<file path="config.mk">
export PLATFORM = sky130hd
export DESIGN_NAME = axil_read_xbar
export DESIGN_NICKNAME = d
export VERILOG_FILES = /design/src/rtl/axil_pkg.sv /design/src/rtl/xbar_cfg_pkg.sv /design/src/rtl/axil_read_if.sv /design/src/rtl/axil_master_port.sv /design/src/rtl/axil_slave_arbiter.sv /design/src/rtl/axil_read_switch.sv /design/src/rtl/axil_read_xbar.sv
export SDC_FILE = /design/constraint.sdc
export NUM_CORES = 1
export LEC_CHECK = 0
export ABC_AREA = 1
export BUFFER_PORTS_ARGS = -buffer_cell sky130_fd_sc_hd__buf_2
export CORE_AREA = 4 4 108 110
export DETAILED_ROUTE_END_ITERATION = 10
export DIE_AREA = 0 0 112 114
export PLACE_DENSITY = 0.59
export SLEW_MARGIN = 20
export SYNTH_ARGS = -nofsm -noshare
export SYNTH_HDL_FRONTEND = slang
export SYNTH_SLANG_ARGS = --single-unit
export TNS_END_PERCENT = 1
</file>
<file path="constraint.sdc">
create_clock -name aclk -period 1.95 [get_ports aclk]
set_input_delay 0.39 -clock aclk [delete_from_list [all_inputs] [get_ports aclk]]
set_output_delay 0.39 -clock aclk [all_outputs]
set_load 0.1 [all_outputs]
</file>
<file path="src/rtl/axil_pkg.sv">
package axil_pkg;

    ////////////////////////////////////////////////////////////////////////////
    // Bus widths
    ////////////////////////////////////////////////////////////////////////////

    localparam int ADDR_WIDTH = 32;
    localparam int DATA_WIDTH = 32;

    ////////////////////////////////////////////////////////////////////////////
    // Read channel payload types
    ////////////////////////////////////////////////////////////////////////////

    typedef logic [ADDR_WIDTH-1:0] addr_t;
    typedef logic [DATA_WIDTH-1:0] data_t;

    // AXI response codes as carried on RRESP
    typedef enum logic [1:0] {
        OKAY   = 2'b00,
        EXOKAY = 2'b01,
        SLVERR = 2'b10,
        DECERR = 2'b11
    } resp_t;

endpackage

</file>
<file path="src/rtl/xbar_cfg_pkg.sv">
package xbar_cfg_pkg;

    ////////////////////////////////////////////////////////////////////////////
    // Crossbar size
    ////////////////////////////////////////////////////////////////////////////

    localparam int NUM_MASTERS = 2;
    localparam int NUM_SLAVES  = 2;

    // One request or grant bit per master
    typedef logic [NUM_MASTERS-1:0] master_mask_t;

    // One-hot slave select, all zero when the address misses the map
    typedef logic [NUM_SLAVES-1:0] slave_sel_t;

    ////////////////////////////////////////////////////////////////////////////
    // Address map
    ////////////////////////////////////////////////////////////////////////////

    // Slave j owns [SLAVE_BASE[j], SLAVE_BASE[j] + SLAVE_SIZE[j])
    localparam axil_pkg::addr_t SLAVE_BASE [NUM_SLAVES] = '{
        32'h0000_0000,
        32'h0000_1000
    };

    localparam axil_pkg::addr_t SLAVE_SIZE [NUM_SLAVES] = '{
        32'h0000_1000,
        32'h0000_1000
    };

endpackage

</file>
<file path="src/rtl/axil_read_if.sv">
`timescale 1ns/1ps

interface axil_read_if;

    import axil_pkg::*;

    // Read address channel
    addr_t araddr;
    logic  arvalid;
    logic  arready;

    // Read data channel
    data_t rdata;
    resp_t rresp;
    logic  rvalid;
    logic  rready;

    // Issuer of reads
    modport mst (
        output araddr, arvalid, rready,
        input  arready, rdata, rresp, rvalid
    );

    // Server of reads
    modport slv (
        input  araddr, arvalid, rready,
        output arready, rdata, rresp, rvalid
    );

    modport mon (
        input araddr, arvalid, arready, rdata, rresp, rvalid, rready
    );

endinterface

</file>
<file path="src/rtl/axil_master_port.sv">
`timescale 1ns/1ps

module axil_master_port (
    input  logic                     aclk,
    input  logic                     rst,
    axil_read_if.slv                 up,
    axil_read_if.mst                 down,
    output xbar_cfg_pkg::slave_sel_t target,
    output logic                     request
);

    import axil_pkg::*;
    import xbar_cfg_pkg::*;

    typedef enum logic [1:0] {
        IDLE,
        WAIT_R,
        ERR_R
    } state_t;

    state_t state;
    state_t state_next;
    logic   addr_valid;

    ////////////////////////////////////////////////////////////////////////////
    // Address decode
    ////////////////////////////////////////////////////////////////////////////

    always_comb begin
        for (int j = 0; j < NUM_SLAVES; j++) begin
            target[j] = (up.araddr >= SLAVE_BASE[j]) &&
                        (up.araddr < SLAVE_BASE[j] + SLAVE_SIZE[j]);
        end
    end

    assign addr_valid = |target;

    // Only ask for a slave while a fresh read waits in IDLE
    assign request = (state == IDLE) && up.arvalid && addr_valid;

    ////////////////////////////////////////////////////////////////////////////
    // Outstanding read tracking
    ////////////////////////////////////////////////////////////////////////////

    always_comb begin
        state_next = state;
        case (state)
            IDLE: begin
                if (up.arvalid && up.arready) begin
                    state_next = addr_valid ? WAIT_R : ERR_R;
                end
            end
            WAIT_R, ERR_R: begin
                if (up.rvalid && up.rready) begin
                    state_next = IDLE;
                end
            end
            default: state_next = IDLE;
        endcase
    end

    always_ff @(posedge aclk) begin
        if (rst) begin
            state <= IDLE;
        end else begin
            state <= state_next;
        end
    end

    ////////////////////////////////////////////////////////////////////////////
    // Channel steering
    ////////////////////////////////////////////////////////////////////////////

    // AR goes downstream only for mapped addresses; the switch gates it by grant
    assign down.araddr  = up.araddr;
    assign down.arvalid = (state == IDLE) && up.arvalid && addr_valid;
    assign down.rready  = (state == WAIT_R) && up.rready;

    // Unmapped reads are taken at once and answered locally
    assign up.arready = (state == IDLE) && up.arvalid && (addr_valid ? down.arready : 1'b1);

    always_comb begin
        up.rvalid = 1'b0;
        up.rdata  = '0;
        up.rresp  = OKAY;
        case (state)
            WAIT_R: begin
                up.rvalid = down.rvalid;
                up.rdata  = down.rdata;
                up.rresp  = down.rresp;
            end
            ERR_R: begin
                up.rvalid = 1'b1;
                up.rresp  = DECERR;
            end
            default: ;
        endcase
    end

endmodule

</file>
<file path="src/rtl/axil_slave_arbiter.sv">
`timescale 1ns/1ps

module axil_slave_arbiter (
    input  logic                       aclk,
    input  logic                       rst,
    input  xbar_cfg_pkg::master_mask_t requests,
    axil_read_if.mon                   slave,
    output xbar_cfg_pkg::master_mask_t grant
);

    import xbar_cfg_pkg::*;

    master_mask_t pick;
    logic         r_done;
    logic         rearbitrate;

    // Lowest set bit of the request vector, one-hot
    always_comb begin
        pick = '0;
        for (int i = NUM_MASTERS - 1; i >= 0; i--) begin
            if (requests[i]) begin
                pick    = '0;
                pick[i] = 1'b1;
            end
        end
    end

    // End of the read that owns the slave
    assign r_done = slave.rvalid && slave.rready;

    // Free to choose when nobody holds the slave, or as the holder finishes
    assign rearbitrate = (grant == '0) || r_done;

    ////////////////////////////////////////////////////////////////////////////
    // Grant register
    ////////////////////////////////////////////////////////////////////////////

    always_ff @(posedge aclk) begin
        if (rst) begin
            grant <= '0;
        end else if (rearbitrate) begin
            grant <= pick;
        end
    end

endmodule

</file>
<file path="src/rtl/axil_read_switch.sv">
`timescale 1ns/1ps

module axil_read_switch (
    input  xbar_cfg_pkg::master_mask_t grants [xbar_cfg_pkg::NUM_SLAVES],
    axil_read_if.slv                   masters [xbar_cfg_pkg::NUM_MASTERS],
    axil_read_if.mst                   slaves  [xbar_cfg_pkg::NUM_SLAVES]
);

    import axil_pkg::*;
    import xbar_cfg_pkg::*;

    // Flattened views of the interface arrays
    addr_t mst_araddr  [NUM_MASTERS];
    logic  mst_arvalid [NUM_MASTERS];
    logic  mst_rready  [NUM_MASTERS];
    logic  slv_arready [NUM_SLAVES];
    data_t slv_rdata   [NUM_SLAVES];
    resp_t slv_rresp   [NUM_SLAVES];
    logic  slv_rvalid  [NUM_SLAVES];

    for (genvar i = 0; i < NUM_MASTERS; i++) begin : g_mst_in
        assign mst_araddr[i]  = masters[i].araddr;
        assign mst_arvalid[i] = masters[i].arvalid;
        assign mst_rready[i]  = masters[i].rready;
    end

    for (genvar j = 0; j < NUM_SLAVES; j++) begin : g_slv_in
        assign slv_arready[j] = slaves[j].arready;
        assign slv_rdata[j]   = slaves[j].rdata;
        assign slv_rresp[j]   = slaves[j].rresp;
        assign slv_rvalid[j]  = slaves[j].rvalid;
    end

    ////////////////////////////////////////////////////////////////////////////
    // Master to slave: AR and RREADY from the granted master
    ////////////////////////////////////////////////////////////////////////////

    for (genvar j = 0; j < NUM_SLAVES; j++) begin : g_to_slave
        always_comb begin
            slaves[j].araddr  = '0;
            slaves[j].arvalid = 1'b0;
            slaves[j].rready  = 1'b0;
            for (int i = 0; i < NUM_MASTERS; i++) begin
                if (grants[j][i]) begin
                    slaves[j].araddr  = mst_araddr[i];
                    slaves[j].arvalid = mst_arvalid[i];
                    slaves[j].rready  = mst_rready[i];
                end
            end
        end
    end

    ////////////////////////////////////////////////////////////////////////////
    // Slave to master: ARREADY and R from the slave granting this master
    ////////////////////////////////////////////////////////////////////////////

    for (genvar i = 0; i < NUM_MASTERS; i++) begin : g_to_master
        always_comb begin
            masters[i].arready = 1'b0;
            masters[i].rdata   = '0;
            masters[i].rresp   = OKAY;
            masters[i].rvalid  = 1'b0;
            for (int j = 0; j < NUM_SLAVES; j++) begin
                if (grants[j][i]) begin
                    masters[i].arready = slv_arready[j];
                    masters[i].rdata   = slv_rdata[j];
                    masters[i].rresp   = slv_rresp[j];
                    masters[i].rvalid  = slv_rvalid[j];
                end
            end
        end
    end

endmodule

</file>
<file path="src/rtl/axil_read_xbar.sv">
`timescale 1ns/1ps

module axil_read_xbar (
    input  logic            aclk,
    input  logic            rst,

    // Master side
    input  axil_pkg::addr_t m_araddr  [xbar_cfg_pkg::NUM_MASTERS],
    input  logic            m_arvalid [xbar_cfg_pkg::NUM_MASTERS],
    output logic            m_arready [xbar_cfg_pkg::NUM_MASTERS],
    output axil_pkg::data_t m_rdata   [xbar_cfg_pkg::NUM_MASTERS],
    output axil_pkg::resp_t m_rresp   [xbar_cfg_pkg::NUM_MASTERS],
    output logic            m_rvalid  [xbar_cfg_pkg::NUM_MASTERS],
    input  logic            m_rready  [xbar_cfg_pkg::NUM_MASTERS],

    // Slave side
    output axil_pkg::addr_t s_araddr  [xbar_cfg_pkg::NUM_SLAVES],
    output logic            s_arvalid [xbar_cfg_pkg::NUM_SLAVES],
    input  logic            s_arready [xbar_cfg_pkg::NUM_SLAVES],
    input  axil_pkg::data_t s_rdata   [xbar_cfg_pkg::NUM_SLAVES],
    input  axil_pkg::resp_t s_rresp   [xbar_cfg_pkg::NUM_SLAVES],
    input  logic            s_rvalid  [xbar_cfg_pkg::NUM_SLAVES],
    output logic            s_rready  [xbar_cfg_pkg::NUM_SLAVES]
);

    import xbar_cfg_pkg::*;

    axil_read_if m_bus      [NUM_MASTERS] ();
    axil_read_if routed_bus [NUM_MASTERS] ();
    axil_read_if s_bus      [NUM_SLAVES]  ();

    slave_sel_t   target     [NUM_MASTERS];
    logic         request    [NUM_MASTERS];
    master_mask_t arb_req    [NUM_SLAVES];
    master_mask_t arb_grant  [NUM_SLAVES];

    ////////////////////////////////////////////////////////////////////////////
    // Master ports
    ////////////////////////////////////////////////////////////////////////////

    for (genvar i = 0; i < NUM_MASTERS; i++) begin : g_master
        assign m_bus[i].araddr  = m_araddr[i];
        assign m_bus[i].arvalid = m_arvalid[i];
        assign m_bus[i].rready  = m_rready[i];
        assign m_arready[i]     = m_bus[i].arready;
        assign m_rdata[i]       = m_bus[i].rdata;
        assign m_rresp[i]       = m_bus[i].rresp;
        assign m_rvalid[i]      = m_bus[i].rvalid;

        axil_master_port u_port (
            .aclk    (aclk),
            .rst     (rst),
            .up      (m_bus[i]),
            .down    (routed_bus[i]),
            .target  (target[i]),
            .request (request[i])
        );
    end

    ////////////////////////////////////////////////////////////////////////////
    // Per-slave arbitration
    ////////////////////////////////////////////////////////////////////////////

    for (genvar j = 0; j < NUM_SLAVES; j++) begin : g_slave
        assign s_araddr[j]      = s_bus[j].araddr;
        assign s_arvalid[j]     = s_bus[j].arvalid;
        assign s_rready[j]      = s_bus[j].rready;
        assign s_bus[j].arready = s_arready[j];
        assign s_bus[j].rdata   = s_rdata[j];
        assign s_bus[j].rresp   = s_rresp[j];
        assign s_bus[j].rvalid  = s_rvalid[j];

        // Requests seen by slave j, one bit per master
        for (genvar i = 0; i < NUM_MASTERS; i++) begin : g_req
            assign arb_req[j][i] = request[i] && target[i][j];
        end

        axil_slave_arbiter u_arb (
            .aclk     (aclk),
            .rst      (rst),
            .requests (arb_req[j]),
            .slave    (s_bus[j]),
            .grant    (arb_grant[j])
        );
    end

    axil_read_switch u_switch (
        .grants  (arb_grant),
        .masters (routed_bus),
        .slaves  (s_bus)
    );

endmodule

</file>
# --- Word-level counts from Yosys, hierarchy flattened ---
# Index checks and enable logic that the tools add are counted.
totals:
  romBits: 0
  input_bits: 142
  out_inout_bits: 140
  ff_bits: 8
  wordCells: 102
  n_memories: 0
  ram_bits: 0
  latchBits: 0
classes:
  div_mod_pow: 0
  magnitude_cmp: 8
  n_reduce_logical: 34
  eq_ne: 8
  shift: 0
  multipliers: 0
  n_addsub: 0
  bitwise_logic: 0
  n_mux: 48
op_table:
  columns: ["op", "count"]
  rows:
  - ["2-to-1 mux 32 bit", 10]
  - [">= comparator 32 x 1 -> 1 bit (second input constant)", 2]
  - [">= comparator 32 x 13 -> 1 bit (second input constant)", 2]
  - ["less-than comparator 32 x 13 -> 1 bit (second input constant)", 2]
  - ["less-than comparator 32 x 14 -> 1 bit (second input constant)", 2]
  - ["2-to-1 mux 2 bit", 14]
  - ["logical AND 1 bit", 22]
  - ["2-to-1 mux 1 bit", 18]
  - ["one-hot mux 2 bit (2 select lines)", 4]
  - ["zero test 2 bit", 4]
  - ["!= test 2 x 1 -> 1 bit (second input constant)", 4]
  - ["OR reduction 2 bit", 4]
  - ["== test 2 x 1 -> 1 bit (second input constant)", 2]
  - ["== test 2 bit (second input constant)", 2]
  - ["one-hot mux 1 bit (2 select lines)", 2]
  - ["AND reduction 2 bit", 2]
  - ["logical OR 1 bit", 2]

# --- Logic depth before layout (Yosys ltp) ---
logic_depth:
  word_depth: 8
  depth_mapped: 12

# --- Hierarchy ---
# From an unflattened synthesis, not the netlist that was laid out.
hier_totals:
  cells_unflattened: 828
  hier_area_um2: 4279.1
by_module_without_submodules:
  columns: ["module", "cells_per_inst", "instances", "area_each_um2"]
  rows:
  - ["axil_read_switch", 468, 1, 2384.8]
  - ["axil_master_port", 161, 2, 825.8]
  - ["axil_slave_arbiter", 11, 2, 76.3]
  - ["axil_read_xbar", 16, 1, 90.1]

# --- Least setup slack after synthesis ---
# No wires, ideal clock.
synth_path:
  path_kind: "reg-to-output"
  start: "register g_slave[1].u_arb.grant[1]"
  end: "output m_rdata[10] (netlist bit)"
  stages_incl_launch_ff: 8
  setup_slack_ns: -0.792
  arrival_time_ns: 2.352
  path_buffers: 2
  cell_sequence: "dfxtp_1 buf_4 inv_4 nand2_2 inv_1 buf_2 nand2_1 a21oi_1"
synth_rtl:
  columns: ["element", "line_no", "source"]
  rows:
  - ["start: declaration", "axil_slave_arbiter.sv:8", "output xbar_cfg_pkg::master_mask_t grant"]
  - ["start signal: assignment", "axil_slave_arbiter.sv:42", "grant <= pick;"]
  - ["end: declaration", "axil_read_xbar.sv:11", "output axil_pkg::data_t m_rdata [xbar_cfg_pkg::NUM_MASTERS],"]

==> metrics.cfg <==
[run_status]
status=complete, but fails checks
violations=setup timing

[detailed_routing]
drcViolationCount=0
route.met2.wl_mm=8.495
m1WireLength_mm=5.605
antenna_left=0
drt_wl_total_mm=15.94
dr.pass1.iters=4
drtIter0Drc=282
detail_route.wl_per_cell_um=16.59
dr_wl_met3_mm=1.312
via_count=4758
via_per_inst=4.951
topRoutingLayerUsed=met4

[logic_synthesis]
ys_ff_latch=8
synth_warnings=0
syn_avg_cell_area_um2=4.819
synth_async_sr_flop_share=0
synth_area_um2=2564
syn_nets=680
synth_edf_count=0
yosysUniqueCellTypes=22
synthFlopType=dfxtp_1
seq_area_frac_synth=0.06247
syn_inst=532

[timing]
setup_viol=36
clock_skew_ps=1.738
hold_viol_final=0
worst-slew-pin-transition_ps=307.3
max_freq_ghz=0.4803
period_minus_slack_ps=2082
max-slew-margin-rel=0.7940
worst_hold_slack_ps=356.7
finalCritPeriodShare=1.068
slew_viol_final=0
rsz0062_at_grt=yes
worst_slack_ps=-132.1

[power]
power_density_nw_per_um2=264.2
internal-power_mw=0.8672
power_mw=1.944
power_switching_mw=1.077
p_leak_nw=3.076
power_frac_seq=0.108
swShare=0.5539
ir_worst_vdd_mv=0.2926
p_clk_frac=0.103
combPwrFrac=0.789

[floorplanning]
core_um2=10700
start_util=0.2396
die_area_um2=12770
die_width_um=112
io_pins=282
fp.dieH_um=114
rows=38

[placed_design]
gp_congestion=0.8754
dp_slack_ps=-219.4
portBuffers=281
hpwl_mm=12.96

[setup_path]
r2r_start=g_master[0].u_port.state[1]$_SDFFE_PP0P_
critPathSlowestCell=nor3b_4
path_class=in2out
required_ps=1560
crit_arrival_ps=1690
worstSetupEndpointType=primary output
cpPeakStageDelay_ps=250
r2r_cells=16
cp-start-kind=input port
worstPathCellList=buf_2 -> nor2_1 -> nand2_1 -> nor2_4 -> nand3_4 -> nor3b_4 -> nand3_1 -> o21ai_1 -> buf_4 -> buf_12
r2r-end=g_slave[0].u_arb.grant[1]$_SDFFE_PP0P_
crit_fanout=3
ff2ff_setup_slack_ps=0
worstSetupEndpoint=s_arvalid[0]
worstSetupStartpoint=m_araddr[53]

[global_route]
grt-ovfl-total=0
grt_pass1_vias=4731
grt_max_degree=36
grt_antenna_before_repair=0
grt_pass1_wl_mm=24.29
grt_usage=0.2313

[finish]
layout-drive-gt1-share=0.6041
final_common_cell=nand2_1
diodes=0
final_cell_mix=nand2_1, buf_12, buf_2
multi_input_area_um2=2606
syn2layout_area_growth_pct=187.0
nets=971
fill_cells=848
seq_area_um2=163.9

[clock_tree]
cts_buffer_depth=2
cts_inserted_buffers=3
root_buffer=clkbuf_8
clk-insertion-delay-late_ps=230
cts_max_level=1
clock-sinks=8
cts_hold_buf=0
tritoncts=yes
path_clk_slew_ps=40

[job]
drv_cap=0

[hold_path]
hold_path.class=in2reg

==> worst min-delay path by stage <==
stage | slack, ps | end | startpoint | cells after the start
after floorplan | 460 | g_slave[0].u_arb.grant[0]$_SDFFE_PP0P_ | rst | 1
after global placement | 570 | g_master[0].u_port.state[1]$_SDFFE_PP0P_ | g_master[0].u_port.state[1]$_SDFFE_PP0P_ | 4
after detailed placement | 580 | g_master[0].u_port.state[1]$_SDFFE_PP0P_ | g_master[0].u_port.state[1]$_SDFFE_PP0P_ | 4
after CTS | 350 | g_slave[0].u_arb.grant[0]$_SDFFE_PP0P_ | rst | 2
after global routing | 360 | g_slave[0].u_arb.grant[0]$_SDFFE_PP0P_ | rst | 2
final | 360 | g_slave[0].u_arb.grant[0]$_SDFFE_PP0P_ | rst | 2
==> state kept, by name (all words and copies together) (netlist names) <==
signal                 count
g_master.u_port.state      4
g_slave.u_arb.grant        4
==> synth_stat cells (2+ instances only) <==
library cell,number,area share
buf_2,7,0.014
clkbuf_1,21,0.031
dfxtp_1,8,0.062
inv_1,94,0.14
buf_4,9,0.026
nand3_1,6,0.012
buf_1,3,0.0044
nand2_2,3,0.0073
nand2_1,181,0.27
ha_1,6,0.029
nand4_1,4,0.0098
nor3_1,2,0.0039
nor2_1,36,0.053
o22ai_1,70,0.17
a21oi_1,74,0.14
o21ai_0,2,0.0039
==> logic make-up after synthesis <==
logic type | after synthesis | share of synthesized area
adders and majority gates | 6 | 0.02928
DFF | 8 | 0.06247
and+or+nand+nor | 233 | 0.3553
AOI/OAI and AO/OA | 148 | 0.3319
buffers and inverters | 137 | 0.2211
==> worst max-delay path: cells and delay by family <==
kind | cells | cell delay [ps]
compound gates | 1 | 90
simple gates | 6 | 800
buf+inv | 3 | 400
==> final cells by class <==
type                    count  share of cell area
flip-flops and latches      8             0.02228
clock buffers               3            0.005611
inverters                  96             0.04965
repair buffers            327              0.5445
well taps                 140             0.02381
multi-input cells         387              0.3542
==> per-layer routing <==
metal  vias up  global-route usage
met5         -                   0
met4         0             0.06571
met3        40             0.05252
met2       232              0.4353
met1      2198              0.2610
li1       2288                   -
==> per-stage QoR <==
stage | instance area, µm² | setup TNS, ps | utilization | std cells
after floorplan | 3187 | -31090 | - | 532
after global placement | 7004 | -306.0 | 0.6547 | 946
after detailed placement | 7004 | -434.1 | 0.6547 | 946
after CTS | 7229 | -2636 | 0.6758 | 959
after global routing | 7358 | -6303 | 0.6878 | 961
final | 7358 | -1249 | 0.6878 | 961
==> power groups by stage <==
stage | registers [mW] | clock network (mW) | logic, mW
floorplan | 0.206 | 0 | 0.913
global placement | 0.208 | 0 | 1.47
detailed placement | 0.210 | 0 | 1.49
CTS | 0.209 | 0.205 | 1.51
global route | 0.214 | 0.217 | 1.66
finish | 0.210 | 0.201 | 1.53
==> what timing repair did <==
item | CTS | global route
cloned | 0 | 0
endpoints found under the setup margin | 94 | 83
resized for setup | 31 | 32
pin swaps | 9 | 8
setup buffers | 10 | 2
Power figures use the tool's default switching activity.
